==> config.mk <==
export PLATFORM = sky130hd
export DESIGN_NAME = decompresser
export DESIGN_NICKNAME = d
export VERILOG_FILES = /design/src/hw/rvc_pkg.sv /design/src/hw/decompresser.sv
export SDC_FILE = /design/constraint.sdc
export NUM_CORES = 1
export LEC_CHECK = 0
export ABC_AREA = 1
export BUFFER_PORTS_ARGS = -buffer_cell sky130_fd_sc_hd__buf_2
export CAP_MARGIN = 25
export CORE_ASPECT_RATIO = 0.7
export CORE_MARGIN = 2
export CORE_UTILIZATION = 29
export DETAILED_ROUTE_END_ITERATION = 12
export PLACE_DENSITY = 0.61
export SLEW_MARGIN = 20
export SYNTH_ARGS = -nofsm -noshare
export SYNTH_HDL_FRONTEND = slang
export SYNTH_SLANG_ARGS = --single-unit
==> constraint.sdc <==
create_clock -name vclk -period 2.24
set_input_delay 0.448 -clock vclk [all_inputs]
set_output_delay 0.448 -clock vclk [all_outputs]
set_load 0.005 [all_outputs]
==> src/hw/rvc_pkg.sv <==
package rvc_pkg;

    // Multiply extension level
    typedef enum logic [1:0] {
        MUL_OFF,
        MUL_ZMMUL,
        MUL_M
    } mul_e;

    // Fetch aligner states
    typedef enum logic [1:0] {
        IDLE,
        REQ,
        ACCESS,
        HOLD
    } fetch_state_e;

    // RV32 major opcodes
    typedef enum logic [6:0] {
        LOAD   = 7'b0000011,
        OP_IMM = 7'b0010011,
        STORE  = 7'b0100011,
        OP     = 7'b0110011,
        LUI    = 7'b0110111,
        BRANCH = 7'b1100011,
        JALR   = 7'b1100111,
        JAL    = 7'b1101111,
        SYSTEM = 7'b1110011
    } opcode_e;

endpackage

==> src/hw/decompresser.sv <==
`timescale 1ns/1ps

module decompresser
    import rvc_pkg::*;
#(
    parameter mul_e MULEXT    = MUL_M,
    parameter bit   ZCBEnable = 1'b0
) (
    input  logic [15:0] instruction_i,
    output logic [31:0] instruction_o
);

    logic [15:0] ins;
    logic [2:0]  funct3;
    logic [4:0]  rd;
    logic [4:0]  rs2;
    logic [4:0]  rd_p;
    logic [4:0]  rs1_p;
    logic [5:0]  imm_ci;
    logic [11:0] imm_4spn;
    logic [11:0] imm_lw;
    logic [11:0] imm_lwsp;
    logic [11:0] imm_swsp;
    logic [11:0] imm_16sp;
    logic [19:0] imm_j;
    logic [6:0]  br_hi;
    logic [4:0]  br_lo;
    logic [6:0]  alu_f7;
    logic [2:0]  alu_f3;
    logic [31:0] exp_q0;
    logic [31:0] exp_q1;
    logic [31:0] exp_q2;

    assign ins    = instruction_i;
    assign funct3 = ins[15:13];
    assign rd     = ins[11:7];
    assign rs2    = ins[6:2];
    // Compressed register fields map onto x8..x15
    assign rd_p   = {2'b01, ins[4:2]};
    assign rs1_p  = {2'b01, ins[9:7]};
    assign imm_ci = {ins[12], ins[6:2]};

    // Immediates rebuilt in 32-bit field order
    assign imm_4spn = {2'b00, ins[10:7], ins[12:11], ins[5], ins[6], 2'b00};
    assign imm_lw   = {5'b00000, ins[5], ins[12:10], ins[6], 2'b00};
    assign imm_lwsp = {4'b0000, ins[3:2], ins[12], ins[6:4], 2'b00};
    assign imm_swsp = {4'b0000, ins[8:7], ins[12:9], 2'b00};
    assign imm_16sp = {{3{ins[12]}}, ins[4:3], ins[5], ins[2], ins[6], 4'b0000};
    assign imm_j    = {ins[12], ins[8], ins[10:9], ins[6], ins[7], ins[2], ins[11],
                       ins[5:3], ins[12], {8{ins[12]}}};
    assign br_hi    = {{4{ins[12]}}, ins[6:5], ins[2]};
    assign br_lo    = {ins[11:10], ins[4:3], ins[12]};

    // C.SUB, C.XOR, C.OR, C.AND share one format
    always_comb begin
        alu_f7 = 7'b0000000;
        case (ins[6:5])
            2'b00: begin
                alu_f7 = 7'b0100000;
                alu_f3 = 3'b000;
            end
            2'b01:   alu_f3 = 3'b100;
            2'b10:   alu_f3 = 3'b110;
            default: alu_f3 = 3'b111;
        endcase
    end

    // Quadrant 0
    always_comb begin
        exp_q0 = '0;
        case (funct3)
            3'b000: exp_q0 = (imm_4spn != '0) ? {imm_4spn, 5'd2, 3'b000, rd_p, OP_IMM} : '0;
            3'b010: exp_q0 = {imm_lw, rs1_p, 3'b010, rd_p, LOAD};
            3'b110: exp_q0 = {imm_lw[11:5], rd_p, rs1_p, 3'b010, imm_lw[4:0], STORE};
            3'b100: begin
                if (ZCBEnable) begin
                    case (ins[12:10])
                        // C.LBU
                        3'b000: exp_q0 = {10'b0, ins[5], ins[6], rs1_p, 3'b100, rd_p, LOAD};
                        // C.LHU and C.LH, picked by bit 6
                        3'b001: exp_q0 = {10'b0, ins[5], 1'b0, rs1_p,
                                          (ins[6] ? 3'b001 : 3'b101), rd_p, LOAD};
                        3'b010: exp_q0 = {7'b0, rd_p, rs1_p, 3'b000, 3'b000, ins[5], ins[6], STORE};
                        3'b011: exp_q0 = {7'b0, rd_p, rs1_p, 3'b001, 3'b000, ins[5], 1'b0, STORE};
                        default: exp_q0 = '0;
                    endcase
                end
            end
            default: exp_q0 = '0;
        endcase
    end

    // Quadrant 1
    always_comb begin
        exp_q1 = '0;
        case (funct3)
            3'b000: exp_q1 = {{6{imm_ci[5]}}, imm_ci, rd, 3'b000, rd, OP_IMM};
            // C.JAL links to x1, C.J to x0
            3'b001, 3'b101: exp_q1 = {imm_j, 4'b0000, ~ins[15], JAL};
            3'b010: exp_q1 = {{6{imm_ci[5]}}, imm_ci, 5'd0, 3'b000, rd, OP_IMM};
            3'b011: begin
                if (imm_ci != '0) begin
                    exp_q1 = (rd == 5'd2) ? {imm_16sp, rd, 3'b000, rd, OP_IMM}
                                          : {{14{imm_ci[5]}}, imm_ci, rd, LUI};
                end
            end
            3'b100: begin
                case (ins[11:10])
                    2'b00: exp_q1 = {7'b0000000, ins[6:2], rs1_p, 3'b101, rs1_p, OP_IMM};
                    2'b01: exp_q1 = {7'b0100000, ins[6:2], rs1_p, 3'b101, rs1_p, OP_IMM};
                    2'b10: exp_q1 = {{6{imm_ci[5]}}, imm_ci, rs1_p, 3'b111, rs1_p, OP_IMM};
                    default: begin
                        if (!ins[12]) begin
                            exp_q1 = {alu_f7, rd_p, rs1_p, alu_f3, rs1_p, OP};
                        end else if (ins[6:5] == 2'b10 && MULEXT != MUL_OFF) begin
                            exp_q1 = {7'b0000001, rd_p, rs1_p, 3'b000, rs1_p, OP};
                        end else if (ins[6:5] == 2'b11 && ZCBEnable) begin
                            // C.ZEXT.B as andi 0xff, C.NOT as xori -1
                            if (ins[4:2] == 3'b000) begin
                                exp_q1 = {12'h0ff, rs1_p, 3'b111, rs1_p, OP_IMM};
                            end else if (ins[4:2] == 3'b101) begin
                                exp_q1 = {12'hfff, rs1_p, 3'b100, rs1_p, OP_IMM};
                            end
                        end
                    end
                endcase
            end
            3'b110: exp_q1 = {br_hi, 5'd0, rs1_p, 3'b000, br_lo, BRANCH};
            default: exp_q1 = {br_hi, 5'd0, rs1_p, 3'b001, br_lo, BRANCH};
        endcase
    end

    // Quadrant 2
    always_comb begin
        exp_q2 = '0;
        case (funct3)
            3'b000: exp_q2 = {7'b0, ins[6:2], rd, 3'b001, rd, OP_IMM};
            3'b010: exp_q2 = (rd != '0) ? {imm_lwsp, 5'd2, 3'b010, rd, LOAD} : '0;
            3'b100: begin
                if (!ins[12]) begin
                    if (rs2 != '0) begin
                        exp_q2 = {7'b0, rs2, 5'd0, 3'b000, rd, OP};
                    end else if (rd != '0) begin
                        exp_q2 = {12'b0, rd, 3'b000, 5'd0, JALR};
                    end
                end else begin
                    if (rs2 != '0) begin
                        exp_q2 = {7'b0, rs2, rd, 3'b000, rd, OP};
                    end else if (rd != '0) begin
                        exp_q2 = {12'b0, rd, 3'b000, 5'd1, JALR};
                    end else begin
                        exp_q2 = {12'd1, 5'd0, 3'b000, 5'd0, SYSTEM};
                    end
                end
            end
            3'b110: exp_q2 = {imm_swsp[11:5], rs2, 5'd2, 3'b010, imm_swsp[4:0], STORE};
            default: exp_q2 = '0;
        endcase
    end

    always_comb begin
        case (ins[1:0])
            2'b00:   instruction_o = exp_q0;
            2'b01:   instruction_o = exp_q1;
            2'b10:   instruction_o = exp_q2;
            default: instruction_o = '0;
        endcase
    end

endmodule

==> flow_summary_export.csv <==
group,metric,value,unit
run_status,status,"finished clean",
die,dieArea,6420,um2
die,initial_core_util,29.7,%
synth,syn_area_per_cell,4.71,um2
layout,fillers,624,
global_routing,grt_pass1_wl,14500,um
pwr,peakVddDrop,0.0717,mV
detailed_routing,routed_wl,9630,um
timing,relSlewSlack,78.4,%
setup_path,cp.arrival,1.74,ns
detailed_routing,vias_per_cell,5.32,
pwr,power.density,184,nW/um2
setup_path,critical_path.slowest_cell,"nand4_1",
synth,synth_common_cells,"nand2_1 (116), o21ai_0 (41), inv_1 (38)",
setup_path,worstSetupPathType,"primary input to output pin",
setup_path,start_kind,"primary input",
layout,diodes,0,
synth,syn_inst,356,
synth,synth_top_area_share,26.0,%
layout,nFlopsAndLatches,0,
min_path,hp-class,"primary input to output pin",
timing,finalHoldViolCount,0,
clocking,hold_buffers,0,
timing,fmax,458,MHz
global_routing,grt_start_max_net_pins,12,
synth,synth.area.top_cells,"nand2_1 (26%), o21ai_0 (12%), nand3_1 (9.6%)",
detailed_routing,remaining_drc_errors,0,
timing,period_share,97.5,%
layout,area_growth,73.3,%
die,die_height,67.6,um
job,maxCapViolations,0,
setup_path,crit_chain,"buf_4 > buf_6 > nand2_2 > nand3_2 > nand2_4 > nand4_1 > nand2_1 > nand2_2 > nand2_1 > nand2_1 > buf_2",
setup_path,setup.worst_path.end,"instruction_o[9]",
place,dpl.hpwl,8000,um
synth,seq_area_frac_synth,0,%
layout,instances_no_fill,557,
layout,register_area,0,um2
synth,syn-cell-area,1680,um2
global_routing,antenna_found_initial,0,
setup_path,path_max_fanout,7,
die,core,5640,um2
timing,finalSetupViolations,0,
synth,yosysWarnings,0,
timing,fin_crit,2.18,ns
die,die_x,94.9,um
global_routing,grt_pass1_vias,2652,
place,port_buffers,48,
layout,final_util,51.5,%
detailed_routing,drt-pass1-iter-count,5,
layout,n_clock_buffer,0,
detailed_routing,avgRoutedWirePerCell,17.3,um
synth,syn_nets,372,
detailed_routing,ant_nets,0,
global_routing,track_usage,30.0,%
layout,drive_above_1_share,43.4,%
setup_path,cp_common_cell,"nand2_1",
die,io_pins,48,
place,dp_cells,554,
pwr,p_leak,1.58,nW
setup_path,crit_path_start,"instruction_i[6]",
synth,synth.distinct_cells,32,
timing,worst_pin_slew,0.320,ns
place,gp_congestion,1.10,
timing,finalMaxSlewViolations,0,
timing,grt_setup_unrepaired,"true",
global_routing,gr-total-overflow,0,
setup_path,cp-end-kind,"output pin",
synth,synth_most_common_cell,"nand2_1",
detailed_routing,dr_total_vias,2964,
layout,nets,500,
pwr,finalPower,0.534,mW
setup_path,worst_ep_required_time,1.79,ns
setup_path,cpPeakStageDelay,0.26,ns
die,num_rows,23,
synth,yosysTopAreaCell,"nand2_1",
detailed_routing,drtIter0Drc,317,
timing,tns,0,ns
[cells in the final DEF, fill, tap and decap left out, types with 10 or more instances in the layout]
cell       n
buf_2     44
buf_4     89
inv_1     30
nand2_1  103
nand3_1   25
o21ai_0   30
nor2_2    10
a21oi_1   19
nor2_1    25
nand2_2   11
[cell type report]
cell class	count	area, um2	share of cell area, %
multi-input cells	295	1610	55.5
repair buffers	141	1000	34.6
inverters	46	195	6.72
well taps	75	93.8	3.23
[critical path: cells and delay by family]
| family | cells | cell delay [ns] |
|---|---|---|
| AND/OR/NAND/NOR | 8 | 0.90 |
| buffers and inverters | 3 | 0.38 |
[kinds of logic (layout without fill, tap and decap cells)]
kind of cell | after synthesis | after routing | synth area share [%]
buffers and inverters | 61 | 187 | 15.7
AO/OA/AOI/OAI | 87 | 87 | 29.6
AND/OR/NAND/NOR | 208 | 208 | 54.7
[stage by stage]
stage | setup WS (ns) | hold WS [ns] | area [um2]
after detailed placement | -0.181 | 1.31 | 2630
after floorplan | 0.243 | 0.977 | 1680
after global routing | -0.0178 | 1.34 | 2910
after CTS | 0.00674 | 1.31 | 2650
final | 0.0553 | 1.33 | 2910
after global placement | -0.135 | 1.31 | 2630
[report_power, final]
| part | switching (mW) | internal [mW] | total, mW |
|---|---|---|---|
| Clock | 0 | 0 | 0 |
| Sequential | 0 | 0 | 0 |
| Combinational | 0.310 | 0.225 | 0.534 |
| Total | 0.310 | 0.225 | 0.534 |
[timing repair]
item	4_1_cts	5_1_grt
setup buffers	0	4
pin swaps	0	18
resized for setup	7	80
endpoints found under the setup margin	16	27
[how the worst min path moves through the flow]
stage / end / from / depth (start not counted)
detailed placement: instruction_o[22] / instruction_i[4] / 5
global route: instruction_o[22] / instruction_i[4] / 5
CTS: instruction_o[22] / instruction_i[4] / 5
finish: instruction_o[22] / instruction_i[4] / 5
floorplan: instruction_o[11] / instruction_i[11] / 2
global placement: instruction_o[22] / instruction_i[4] / 5
[layer usage]
metal | up-vias | global-route usage [%] | wire, um
li1 | 1426 | - | -
met1 | 1331 | 45.9 | 4460
met2 | 190 | 45.7 | 3900
met3 | 17 | 2.90 | 1160
met4 | 0 | 4.71 | 122
met5 | - | 0 | 0
Power figures use the tool's default switching activity.
