File: src/hw/bus_arbiter.sv
`timescale 1ns/1ps

module bus_arbiter #(
    parameter int AW = 12
) (
    input  logic          clk_i,
    input  logic          rst_n_i,
    input  logic          ld_psel_i,
    input  logic          ld_penable_i,
    input  logic          ld_pwrite_i,
    input  logic [AW-1:0] ld_paddr_i,
    input  logic [31:0]   ld_pwdata_i,
    output logic [31:0]   ld_prdata_o,
    output logic          ld_pready_o,
    input  logic          f_psel_i,
    input  logic          f_penable_i,
    input  logic [AW-1:0] f_paddr_i,
    output logic [31:0]   f_prdata_o,
    output logic          f_pready_o,
    output logic          m_psel_o,
    output logic          m_penable_o,
    output logic          m_pwrite_o,
    output logic [AW-1:0] m_paddr_o,
    output logic [31:0]   m_pwdata_o,
    input  logic [31:0]   m_prdata_i,
    input  logic          m_pready_i
);

    logic owner_vld_q;
    logic owner_ld_q;
    logic gnt_ld;
    logic gnt_f;

    // Loader wins a tie at setup, owner is kept until access ends
    assign gnt_ld = owner_vld_q ? owner_ld_q : ld_psel_i;
    assign gnt_f  = owner_vld_q ? !owner_ld_q : (f_psel_i && !ld_psel_i);

    assign m_psel_o    = (gnt_ld && ld_psel_i) || (gnt_f && f_psel_i);
    // First granted cycle is always a setup cycle for the memory
    assign m_penable_o = owner_vld_q && (owner_ld_q ? ld_penable_i : f_penable_i);
    assign m_pwrite_o  = gnt_ld && ld_pwrite_i;
    assign m_paddr_o   = gnt_ld ? ld_paddr_i : f_paddr_i;
    assign m_pwdata_o  = ld_pwdata_i;

    assign ld_prdata_o = gnt_ld ? m_prdata_i : '0;
    assign ld_pready_o = gnt_ld && m_pready_i;
    assign f_prdata_o  = gnt_f ? m_prdata_i : '0;
    assign f_pready_o  = gnt_f && m_pready_i;

    always_ff @(posedge clk_i or negedge rst_n_i) begin
        if (!rst_n_i) begin
            owner_vld_q <= 1'b0;
            owner_ld_q  <= 1'b0;
        end else if (!owner_vld_q) begin
            owner_vld_q <= m_psel_o;
            owner_ld_q  <= gnt_ld;
        end else if (m_penable_o && m_pready_i) begin
            owner_vld_q <= 1'b0;
        end
    end

    assert property (@(posedge clk_i) disable iff (!rst_n_i) !(gnt_ld && gnt_f));

endmodule

File: config.mk
export PLATFORM = sky130hd
export DESIGN_NAME = bus_arbiter
export DESIGN_NICKNAME = d
export VERILOG_FILES = /design/src/hw/bus_arbiter.sv
export SDC_FILE = /design/constraint.sdc
export NUM_CORES = 1
export LEC_CHECK = 0
export BUFFER_PORTS_ARGS = -buffer_cell sky130_fd_sc_hd__buf_2
export CORE_AREA = 3 3 80 82
export DETAILED_ROUTE_END_ITERATION = 6
export DIE_AREA = 0 0 83 85
export GPL_TIMING_DRIVEN = 0
export PLACE_DENSITY_LB_ADDON = 0.1
export SLEW_MARGIN = 40
export SYNTH_ARGS = -nofsm -noshare
export SYNTH_HDL_FRONTEND = slang
export SYNTH_SLANG_ARGS = --single-unit
File: constraint.sdc
create_clock -name clk_i -period 3.21 [get_ports clk_i]
set_input_delay 0.642 -clock clk_i [delete_from_list [all_inputs] [get_ports clk_i]]
set_output_delay 0.642 -clock clk_i [all_outputs]
set_load 0.01 [all_outputs]
==> results.md, run 1 <==
* Final number of max-transition violations at 0
* Worst slack on hold paths at 0.2095 ns
* Post-layout minimum cycle time at 2.329 ns
* Worst-path clk slew at 0.03 ns
* Origin of the worst setup path: ld_psel_i
* Result of the run: complete, no violations
* Category of the worst setup path launch point: input port
* Adder and majority gate portion of the synthesized area at 0
* Number of buffers inserted to repair setup after CTS at 0
* Post-placement cell count at between 300 and 400
* Number of iterations in the first detailed-routing pass at 4
* Unrepaired setup endpoints after global routing: no
* Simple logic cell fraction of the synthesized area at 0.2021
* DPL Wire Length at 3.930 mm
* Average size of a mapped cell at between 8 and 9 um^2
* Overflow left after global routing at 0
* Cell at the root of the clock tree: sky130_fd_sc_hd__clkbuf_8
* Crit. End Element: output port
* Mapped Cells at roughly 130
* Effective utilization at floorplan at 0.2044
* Multiplexer area fraction after synthesis at 0.1526
* Die extent in y at roughly 85 um
* Antenna Cells at 0
* Post-DR vias/cell at a little over 4
* Most frequent cells in the layout: sky130_fd_sc_hd__buf_2 (179), sky130_fd_sc_hd__nor2b_1 (35), sky130_fd_sc_hd__buf_4 (32), sky130_fd_sc_hd__a21boi_2 (25), sky130_fd_sc_hd__buf_6 (8)
* WL final at 4.457 mm
* Via Count at 1583
* Worst R2R Start: owner_vld_q
* Worst Tran Pin Value at 0.2731 ns
* Critical path start-end classification: input port to output port
* Clock latency on the worst-skew pair at 0.21 ns
* Required arrival time at the worst endpoint at approximately 2.6 ns
* Power per standard cell area at 576.0 nW/um^2
* Number of failing setup endpoints in the final timing report at 0
* Synth warn at 0
* Combinational family with the most area after synthesis: compound AO/OA/AOI/OAI gates
* Number of storage elements in the synthesis netlist at 2
* Tot GR Track Use at 0.1148
* Area growth from synthesis to final layout at 85.47%
* Drt first-iter violations at 14
* CTS Hold Buffers Added at 0
* Overall die width at about 83 um
* Max frequency at 0.4293 GHz
* Total Nets Final at 411
* Antenna violations before repair at 0
* Floorplan die area at 7055 um^2
* Maximum clock skew at final layout at 0.0006838 ns
* Most common library cell in the layout ignoring fill and taps: sky130_fd_sc_hd__buf_2
* Min-Delay Path Class: input port to asynchronous set/reset pin
* Placeable Area at 5816 um^2
* Endpoint arrival time on the critical path at between 1.5 and 2 ns
* Maximum net fanout on the critical path at 10
* Buffers on Ports at 176
* Gpl congestion at 0.7683
* Synthesized-area fraction occupied by ao, oa, aoi and oai cells at 0.3095
* Maximum number of pins on one net before global-route repair at 11
* Number of nets produced by synthesis at 230
* Period Utilization, post-route at 0.7257
* Cell area after synthesis at 1189 um^2
* Xor and xnor area share after synthesis at 0
* Worst slew slack as a fraction of its limit at 0.8127
* Number of hold-slack violations in the final timing report at 0
* TNS Setup at 0 ns
* Cell type with the largest total area after synthesis: sky130_fd_sc_hd__a21boi_2
* Clock Sinks at 2
* Number of global-route vias before repair at 1538
* Final core utilization at 0.3791
* Share of Yosys cell area claimed by the top area cell type at 0.2368
* Post-route DRC at 0
* Reg2reg path depth at 4
* Worst ir drop on vdd at 285.9 uV
* H-tree levels at 1
* Maximum clock insertion buffer count at 2
* Non-filler instance count after layout at 388
* Post-DRT Antenna Nets at 0
* Portion of the post-synthesis area used by sequential elements at 0.04211
* Leakage Power at between 1 and 1.5 nW
* Cells taking the most area after synthesis: sky130_fd_sc_hd__a21boi_2 (24%), sky130_fd_sc_hd__buf_4 (20%), sky130_fd_sc_hd__nor2b_1 (18%), sky130_fd_sc_hd__mux2_4 (8.8%), sky130_fd_sc_hd__buf_6 (7.6%)
* I/O pins at 209
* Average wire per standard cell at about 11 um
* Max-cap viol count at 0
* Post-CTS resize count at 0
* Global-route wire length before repair at about 6.9 mm
* Clock buffer count from CTS at 3
* Number of distinct library cells after synthesis at 17
* Share of layout cells above drive strength 1 at 0.8307
* Num rows at 28
* CTS tree: yes
## per-stage QoR
| step | instance area (um^2) | total power, mW | setup slack (ns) |
|---|---|---|---|
| finish | 2205 | 1.270 | 0.8806 |
| global route | 2205 | 1.391 | 0.8327 |
| CTS | 2205 | 1.297 | 0.8698 |
| detailed placement | 2163 | 1.191 | 0.8697 |
| global placement | 2163 | 1.205 | 0.8747 |
| floorplan | 1189 | 0.7654 | 1.112 |
## flip-flops by register name (all words and copies together), names as in the netlist
signal and cells:
owner_ld_q 1, owner_vld_q 1
## where the power goes
part           internal, mW  total [mW]  switching, mW
sequential           0.0350      0.0476         0.0126
combinational         0.533        1.12          0.590
clock                0.0793      0.0992         0.0199
total                 0.647        1.27          0.623
## critical path, stage by stage
cell and delay (ns):
sky130_fd_sc_hd__buf_2 0.12, sky130_fd_sc_hd__or3b_4 0.45, sky130_fd_sc_hd__buf_6 0.18, sky130_fd_sc_hd__a21boi_1 0.14, sky130_fd_sc_hd__buf_2 0.15
## cell type report
class / count / area, um^2
tap: 75 / 93.84
fill: 624 / 3611
buffer: 43 / 345.3
inverter: 1 / 3.754
multi-input combinational: 88 / 789.5
sequential: 2 / 50.05
timing repair buffer: 176 / 880.8
clock buffer: 3 / 41.29
## path summary, 6_finish.rpt
| path | end | slack (ns) |
|---|---|---|
| setup / recovery | f_prdata_o[11] | 0.88 |
| setup reg to reg | owner_ld_q | 1.90 |
| max in group asynchronous | owner_ld_q | 2.91 |
| hold reg to reg | owner_vld_q | 0.66 |
| min in group clk_i | owner_vld_q | 0.66 |
| hold / removal | owner_vld_q | 0.21 |
## Yosys cell counts
cell and instances:
sky130_fd_sc_hd__inv_1 1, sky130_fd_sc_hd__mux2_2 5, sky130_fd_sc_hd__o32a_1 1, sky130_fd_sc_hd__buf_6 8, sky130_fd_sc_hd__nand2b_1 1, sky130_fd_sc_hd__nand2_1 1
sky130_fd_sc_hd__buf_2 3, sky130_fd_sc_hd__a21boi_0 4, sky130_fd_sc_hd__mux2_4 7, sky130_fd_sc_hd__o22a_1 1, sky130_fd_sc_hd__or3b_4 1, sky130_fd_sc_hd__dfrtp_1 2
sky130_fd_sc_hd__buf_4 32, sky130_fd_sc_hd__nor2b_1 35, sky130_fd_sc_hd__mux2i_1 2, sky130_fd_sc_hd__a21boi_2 25, sky130_fd_sc_hd__a21boi_1 5
## metal layers
layer	track usage	wire length, um	share of wire	vias up
met4	0.02675	25	0.0056	0
met1	0.1232	1531	0.34	682
met3	0.03592	588	0.13	4
met2	0.2187	2311	0.52	121
met5	0	0	0	-
li1	-	-	-	776
## logic make-up after synthesis
family | count (synthesis)
muxes | 14
DFF | 2
and+or+nand+nor | 38
AOI/OAI and AO/OA | 36
buffers and inverters | 44
(Power assumes the default switching activity.)
==> inputs of run 2 (changes only) <==
==> constraint.sdc (replaced) <==
create_clock -name clk_i -period 2 [get_ports clk_i]
set_input_delay 0.4 -clock clk_i [delete_from_list [all_inputs] [get_ports clk_i]]
set_output_delay 0.4 -clock clk_i [all_outputs]
set_load 0.01 [all_outputs]
==> results.md, run 2 (synthesis results as in run 1) <==
* Worst ir drop on vdd at 511.7 uV (+79%)
* WL final at 4.630 mm (+3.9%)
* Global-route wire length before repair at 6.934 mm (+0.49%)
* Post-DR vias/cell at 4.084 (+0.11%)
* Area of the multi-input gates at 823.3 um^2 (+4.3%)
* Overall die width at 83 um (unchanged)
* Post-route DRC at 0 (unchanged)
* Area growth from synthesis to final layout at 95.37%
* Endpoint arrival time on the critical path at 1.58 ns (-0.11 ns)
* Min-Delay Path Class: input port to register
* Placeable Area at 5816 um^2 (unchanged)
* Average wire per standard cell at 11.81 um (+2.8%)
* Drt first-iter violations at 15 (+1)
* Post-route cell area at 2322 um^2 (+5.3%)
* Most common library cell in the layout ignoring fill and taps: sky130_fd_sc_hd__buf_2
* Total of fill cells in the finished design at 626 (+0.32%)
* PnR Total Power at 2.219 mW (+75%)
* Power per standard cell area at 955.5 nW/um^2 (+66%)
* Effective utilization at floorplan at 0.2044 (unchanged)
* Number of hold-slack violations in the final timing report at 0 (unchanged)
* Clock latency on the worst-skew pair at 0.21 ns (about the same)
* Post-place instance area at 2163 um^2 (unchanged)
* Total Nets Final at 415 (+0.97%)
* Result of the run: complete, no violations
* Final number of max-transition violations at 0 (unchanged)
* Number of iterations in the first detailed-routing pass at 4 (unchanged)
* Die extent in y at 85 um (unchanged)
* Most frequent cells in the layout: sky130_fd_sc_hd__buf_2 (171), sky130_fd_sc_hd__nor2b_1 (35), sky130_fd_sc_hd__buf_4 (34), sky130_fd_sc_hd__a21boi_2 (25), sky130_fd_sc_hd__buf_6 (16)
* Max-cap viol count at 0 (unchanged)
* Worst-path clk slew at 0.03 ns (about the same)
* Worst slew slack as a fraction of its limit at 0.8236 (+0.01090)
* Crit. End Element: output port
* Share of layout cells above drive strength 1 at 0.8391 (+0.008446)
* Post-DRT Antenna Nets at 0 (unchanged)
* Final core utilization at 0.3993 (+0.02022)
* Maximum clock insertion buffer count at 2 (unchanged)
* Num rows at 28 (unchanged)
* Maximum number of pins on one net before global-route repair at 11 (unchanged)
* Overflow left after global routing at 0 (unchanged)
* Unrepaired setup endpoints after global routing: yes
* Worst Tran Pin Value at 0.2645 ns (-0.008543 ns)
* Number of global-route vias before repair at 1546 (+0.52%)
* Maximum clock skew at final layout at 0.0006063 ns (-0.00007751 ns)
* Required arrival time at the worst endpoint at 1.60 ns (-0.97 ns)
* Antenna violations before repair at 0 (unchanged)
* Floorplan die area at 7055 um^2 (unchanged)
* Via Count at 1601 (+1.1%)
* Cell at the root of the clock tree: sky130_fd_sc_hd__clkbuf_8
* Top Registers: owner_ld_q x1, owner_vld_q x1
* Non-filler instance count after layout at 392 (+1.0%)
* Max frequency at 0.5046 GHz
* Leakage Power at 1.356 nW (+4.1%)
* DPL Wire Length at 3.930 mm (unchanged)
* Area of all sequential standard cells at 51.30 um^2 (+2.5%)
* Period Utilization, post-route at 0.9909
* H-tree levels at 1 (unchanged)
* Maximum net fanout on the critical path at 10 (unchanged)
* Buffers on Ports at 176 (unchanged)
* Antenna Cells at 0 (unchanged)
* Tot GR Track Use at 0.1153 (+0.0004516)
* Post-layout minimum cycle time at 1.982 ns
* Number of failing setup endpoints in the final timing report at 0 (unchanged)
* I/O pins at 209 (unchanged)
* Critical path start-end classification: register to output port
* Clock Sinks at 2 (unchanged)
* Category of the worst setup path launch point: register
* Gpl congestion at 0.7683 (unchanged)
* Clock buffer count from CTS at 3 (unchanged)
* TNS Setup at 0 ns (unchanged)
* CTS tree: yes
* Post-placement cell count at 385 (unchanged)
-- run 2: final timing paths --
path / startpoint / end / slack, ns / depth (start not counted)
max: owner_vld_q / f_prdata_o[11] / 0.02 / 4
min reg2reg: owner_vld_q / owner_vld_q / 0.69 / 2
min: f_psel_i / owner_vld_q / 0.48 / 2
min in group asynchronous: rst_n_i / owner_vld_q / 0.50 / 2
max reg2reg: owner_vld_q / owner_ld_q / 0.80 / 4
max in group asynchronous: rst_n_i / owner_vld_q / 1.39 / 2
-- run 2: critical path, stage by stage, from the launching register on --
cell and delay, ns:
sky130_fd_sc_hd__dfrtp_2 0.45, sky130_fd_sc_hd__or3b_4 0.45, sky130_fd_sc_hd__buf_6 0.18, sky130_fd_sc_hd__a21boi_1 0.14
sky130_fd_sc_hd__buf_2 0.15
-- run 2: per-layer routing --
metal  part of all wire  global-route usage  vias to the layer above
met4             0.0054             0.02675                        0
met2               0.52              0.2179                      121
met3               0.13             0.03592                        4
met1               0.35              0.1251                      693
li1                   -                   -                      783
met5                  0                   0                        -
-- run 2: report_power, final --
| part | switching (mW) | internal, mW |
|---|---|---|
| Combinational | 0.988 | 0.987 |
| Clock | 0.0319 | 0.127 |
| Sequential | 0.0280 | 0.0571 |
-- run 2: layout make-up --
cell class | instances | share of cell area
repair buffers | 180 | 0.4138
clock buffers | 3 | 0.01778
flip-flops and latches | 2 | 0.02209
well taps | 75 | 0.04041
multi-input cells | 88 | 0.3545
inverters | 1 | 0.001616
plain buffers | 43 | 0.1498
-- run 2: repair_timing --
item,in CTS,in global routing
resized for setup,2,18
buffers inserted,0,2
cloned,0,1
hold buffers,1,0
hold endpoints to repair,2,0
endpoints found under the setup margin,12,28
-- run 2: stage by stage --
stage,hold WS [ns],setup WS (ns)
finish,0.4811,0.01816
global route,0.5118,-0.04516
CTS,0.4820,0.01841
detailed placement,0.1860,0.1437
global placement,0.1869,0.1487
floorplan,0.1044,0.3699
==> inputs of run 3 (changes only) <==
--- a/config.mk
+++ b/config.mk
@@ -10,6 +10,7 @@
 export DETAILED_ROUTE_END_ITERATION = 6
 export DIE_AREA = 0 0 83 85
 export GPL_TIMING_DRIVEN = 0
+export MAX_ROUTING_LAYER = met4
 export PLACE_DENSITY_LB_ADDON = 0.1
 export SLEW_MARGIN = 40
 export SYNTH_ARGS = -nofsm -noshare
==> constraint.sdc (replaced) <==
create_clock -name clk_i -period 2 [get_ports clk_i]
set_input_delay 0.4 -clock clk_i [delete_from_list [all_inputs] [get_ports clk_i]]
set_output_delay 0.4 -clock clk_i [all_outputs]
set_load 0.05 [all_outputs]
==> results.md, run 3 (synthesis results as in run 1) <==
* Critical path start-end classification: register to output port
* Die extent in y at 85 um (unchanged)
* Unrepaired setup endpoints after global routing: yes
* Result of the run: finished, violations left
* Origin of the worst setup path: owner_vld_q
* Destination of the critical timing path: f_prdata_o[15]
* Clock latency on the worst-skew pair at 0.21 ns (about the same)
* Longest individual stage delay on the worst path at 0.50 ns (+0.05 ns)
* Most common library cell in the layout ignoring fill and taps: sky130_fd_sc_hd__buf_2
* Cell-by-cell trace of the critical path: or3b_4 -> buf_6 -> a21boi_2 -> buf_6
* Tot GR Track Use at 0.1284 (+0.01316)
* Number of iterations in the first detailed-routing pass at 4 (unchanged)
* Buffers on Ports at 176 (unchanged)
* Post-DR vias/cell at 4.035 (-1.2%)
* Cell repeated most along the worst path: sky130_fd_sc_hd__buf_6
* Top Registers: owner_ld_q x1, owner_vld_q x1
* Final core utilization at 0.4434 (+0.04411)
* Clock buffer count from CTS at 3 (unchanged)
* Violations in the final reports: negative setup slack
* WL final at 5.045 mm (+9.0%)
* Worst slack on hold paths at 0.4974 ns (+0.01626 ns)
* Via Count at 1594 (-0.44%)
* Maximum clock skew at final layout at 0.001966 ns (+0.001360 ns)
* Clock Sinks at 2 (unchanged)
* Overall die width at 83 um (unchanged)
* Cell family with the largest share of critical-path delay: simple AND/OR/NAND/NOR gates
* Power per standard cell area at 1600 nW/um^2 (+67%)
* Final number of max-transition violations at 0 (unchanged)
* Antenna violations before repair at 0 (unchanged)
* Drt first-iter violations at 18 (+3)
* Gpl congestion at 0.7634 (-0.64%)
* Category of the worst setup path launch point: register
* Global-route wire length before repair at 7.472 mm (+7.8%)
* Required arrival time at the worst endpoint at 1.60 ns (about the same)
* Overflow left after global routing at 0 (unchanged)
* PnR Total Power at 4.125 mW (+86%)
* Post-layout minimum cycle time at 2.068 ns (+0.08569 ns)
* Floorplan die area at 7055 um^2 (unchanged)
* Post-route cell area at 2579 um^2 (+11%)
* Maximum number of pins on one net before global-route repair at 11 (unchanged)
* Number of failing setup endpoints in the final timing report at 36 (+36)
* Setup slack after layout at -0.06753 ns (-0.08569 ns)
* Total Nets Final at 418 (+0.72%)
* Min-Delay Path Class: input port to register
* Number of global-route vias before repair at 1545 (-0.065%)
* Cell with the biggest individual delay on the critical path: sky130_fd_sc_hd__or3b_4
* H-tree levels at 1 (unchanged)
* Reg2reg path depth at 4 (unchanged)
* Total of fill cells in the finished design at 596 (-4.8%)
* Post-DRT Antenna Nets at 0 (unchanged)
* Worst-path clk slew at 0.03 ns (about the same)
* Critical path buffers and inverters at 2 (unchanged)
* Num rows at 28 (unchanged)
* WP depth at 4 (unchanged)
* Cell at the root of the clock tree: sky130_fd_sc_hd__clkbuf_8
* Endpoint arrival time on the critical path at 1.67 ns (+0.09 ns)
* Leakage Power at 1.416 nW (+4.4%)
* Effective utilization at floorplan at 0.2044 (unchanged)
* Period Utilization, post-route at 1.034 (+0.04285)
* Max-cap viol count at 0 (unchanged)
* Area growth from synthesis to final layout at 116.9%
* Max frequency at 0.4837 GHz (-4.1%)
* Crit. End Element: output port
* I/O pins at 209 (unchanged)
* Most frequent cells in the layout: sky130_fd_sc_hd__buf_2 (137), sky130_fd_sc_hd__buf_4 (41), sky130_fd_sc_hd__buf_6 (40), sky130_fd_sc_hd__nor2b_1 (35), sky130_fd_sc_hd__a21boi_2 (26)
* Average wire per standard cell at 12.77 um (+8.1%)
* Maximum net fanout on the critical path at 10 (unchanged)
* Post-route DRC at 0 (unchanged)
* Share of layout cells above drive strength 1 at 0.8563 (+0.01713)
* Setup slack of the worst register-to-register path at 0.75 ns (-0.05 ns)
* Post-place instance area at 2171 um^2 (+0.35%)
* Reg-to-Reg End: owner_ld_q
* Worst Tran Pin Value at 0.2629 ns (-0.001590 ns)
* Placeable Area at 5816 um^2 (unchanged)
* CTS tree: yes
* Worst R2R Start: owner_vld_q
* Number of hold-slack violations in the final timing report at 0 (unchanged)
* Antenna Cells at 0 (unchanged)
* Maximum clock insertion buffer count at 2 (unchanged)
* Worst ir drop on vdd at 719.1 uV (+41%)
* Worst slew slack as a fraction of its limit at 0.8212 (-0.002408)
* DPL Wire Length at 4.193 mm (+6.7%)
==> run 3: cell count changes in the layout (fill, tap and decap cells not counted), sizes merged <==
cell    previous run  this run
buf              221       220
clkbuf             4         8
==> run 3: repair_timing <==
item | CTS | global route
hold buffers | 1 | 0
pin swaps | 0 | 6
gates resized for setup | 71 | 20
cloned | 0 | 2
setup buffers | 3 | 1
endpoints found under the setup margin | 71 | 46
endpoints found under the hold margin | 2 | 0
==> run 3: stage by stage <==
stage	setup WS, ns	cells	setup TNS (ns)
floorplan	-0.1762	134	-0.6245
detailed placement	-0.009294	385	-0.009294
global placement	-0.01944	385	-0.02680
CTS	-0.03868	392	-0.1823
finish	-0.06753	395	-1.380
global route	-0.1290	395	-5.802
==> run 3: cell type report <==
| cell class | count | area, um^2 | share of cell area |
|---|---|---|---|
| Buffer | 43 | 356.6 | 0.1383 |
| Inverter | 1 | 3.754 | 0.001456 |
| Multi-Input combinational cell | 88 | 844.6 | 0.3275 |
| Sequential cell | 2 | 51.30 | 0.01989 |
| Timing Repair Buffer | 183 | 1187 | 0.4605 |
| Clock buffer | 3 | 41.29 | 0.01601 |
| Tap cell | 75 | 93.84 | 0.03639 |
==> run 3: power by group <==
group	total, mW	switching [mW]	internal [mW]
Sequential	0.0785	0.0214	0.0572
Clock	0.155	0.0278	0.127
Combinational	3.89	2.66	1.23
==> run 3: how the worst min path moves through the flow <==
stage	slack, ns	endpoint	depth (start not counted)	start
6_report	0.50	owner_vld_q	2	f_psel_i
5_1_grt	0.51	owner_vld_q	2	f_psel_i
4_1_cts	0.50	owner_vld_q	2	rst_n_i
3_5_place_dp	0.19	owner_vld_q	1	rst_n_i
3_3_place_gp	0.19	owner_ld_q	1	rst_n_i
2_1_floorplan	0.10	owner_ld_q	0	rst_n_i
==> run 3: layer usage <==
metal | part of all wire | GRT usage | wire (um) | up-vias
li1 | - | - | - | 792
met1 | 0.37 | 0.1516 | 1842 | 687
met2 | 0.54 | 0.2340 | 2717 | 113
met3 | 0.092 | 0.02427 | 466 | 2
met4 | 0.0038 | 0.01337 | 19 | 0
met5 | 0 | - | 0 | -
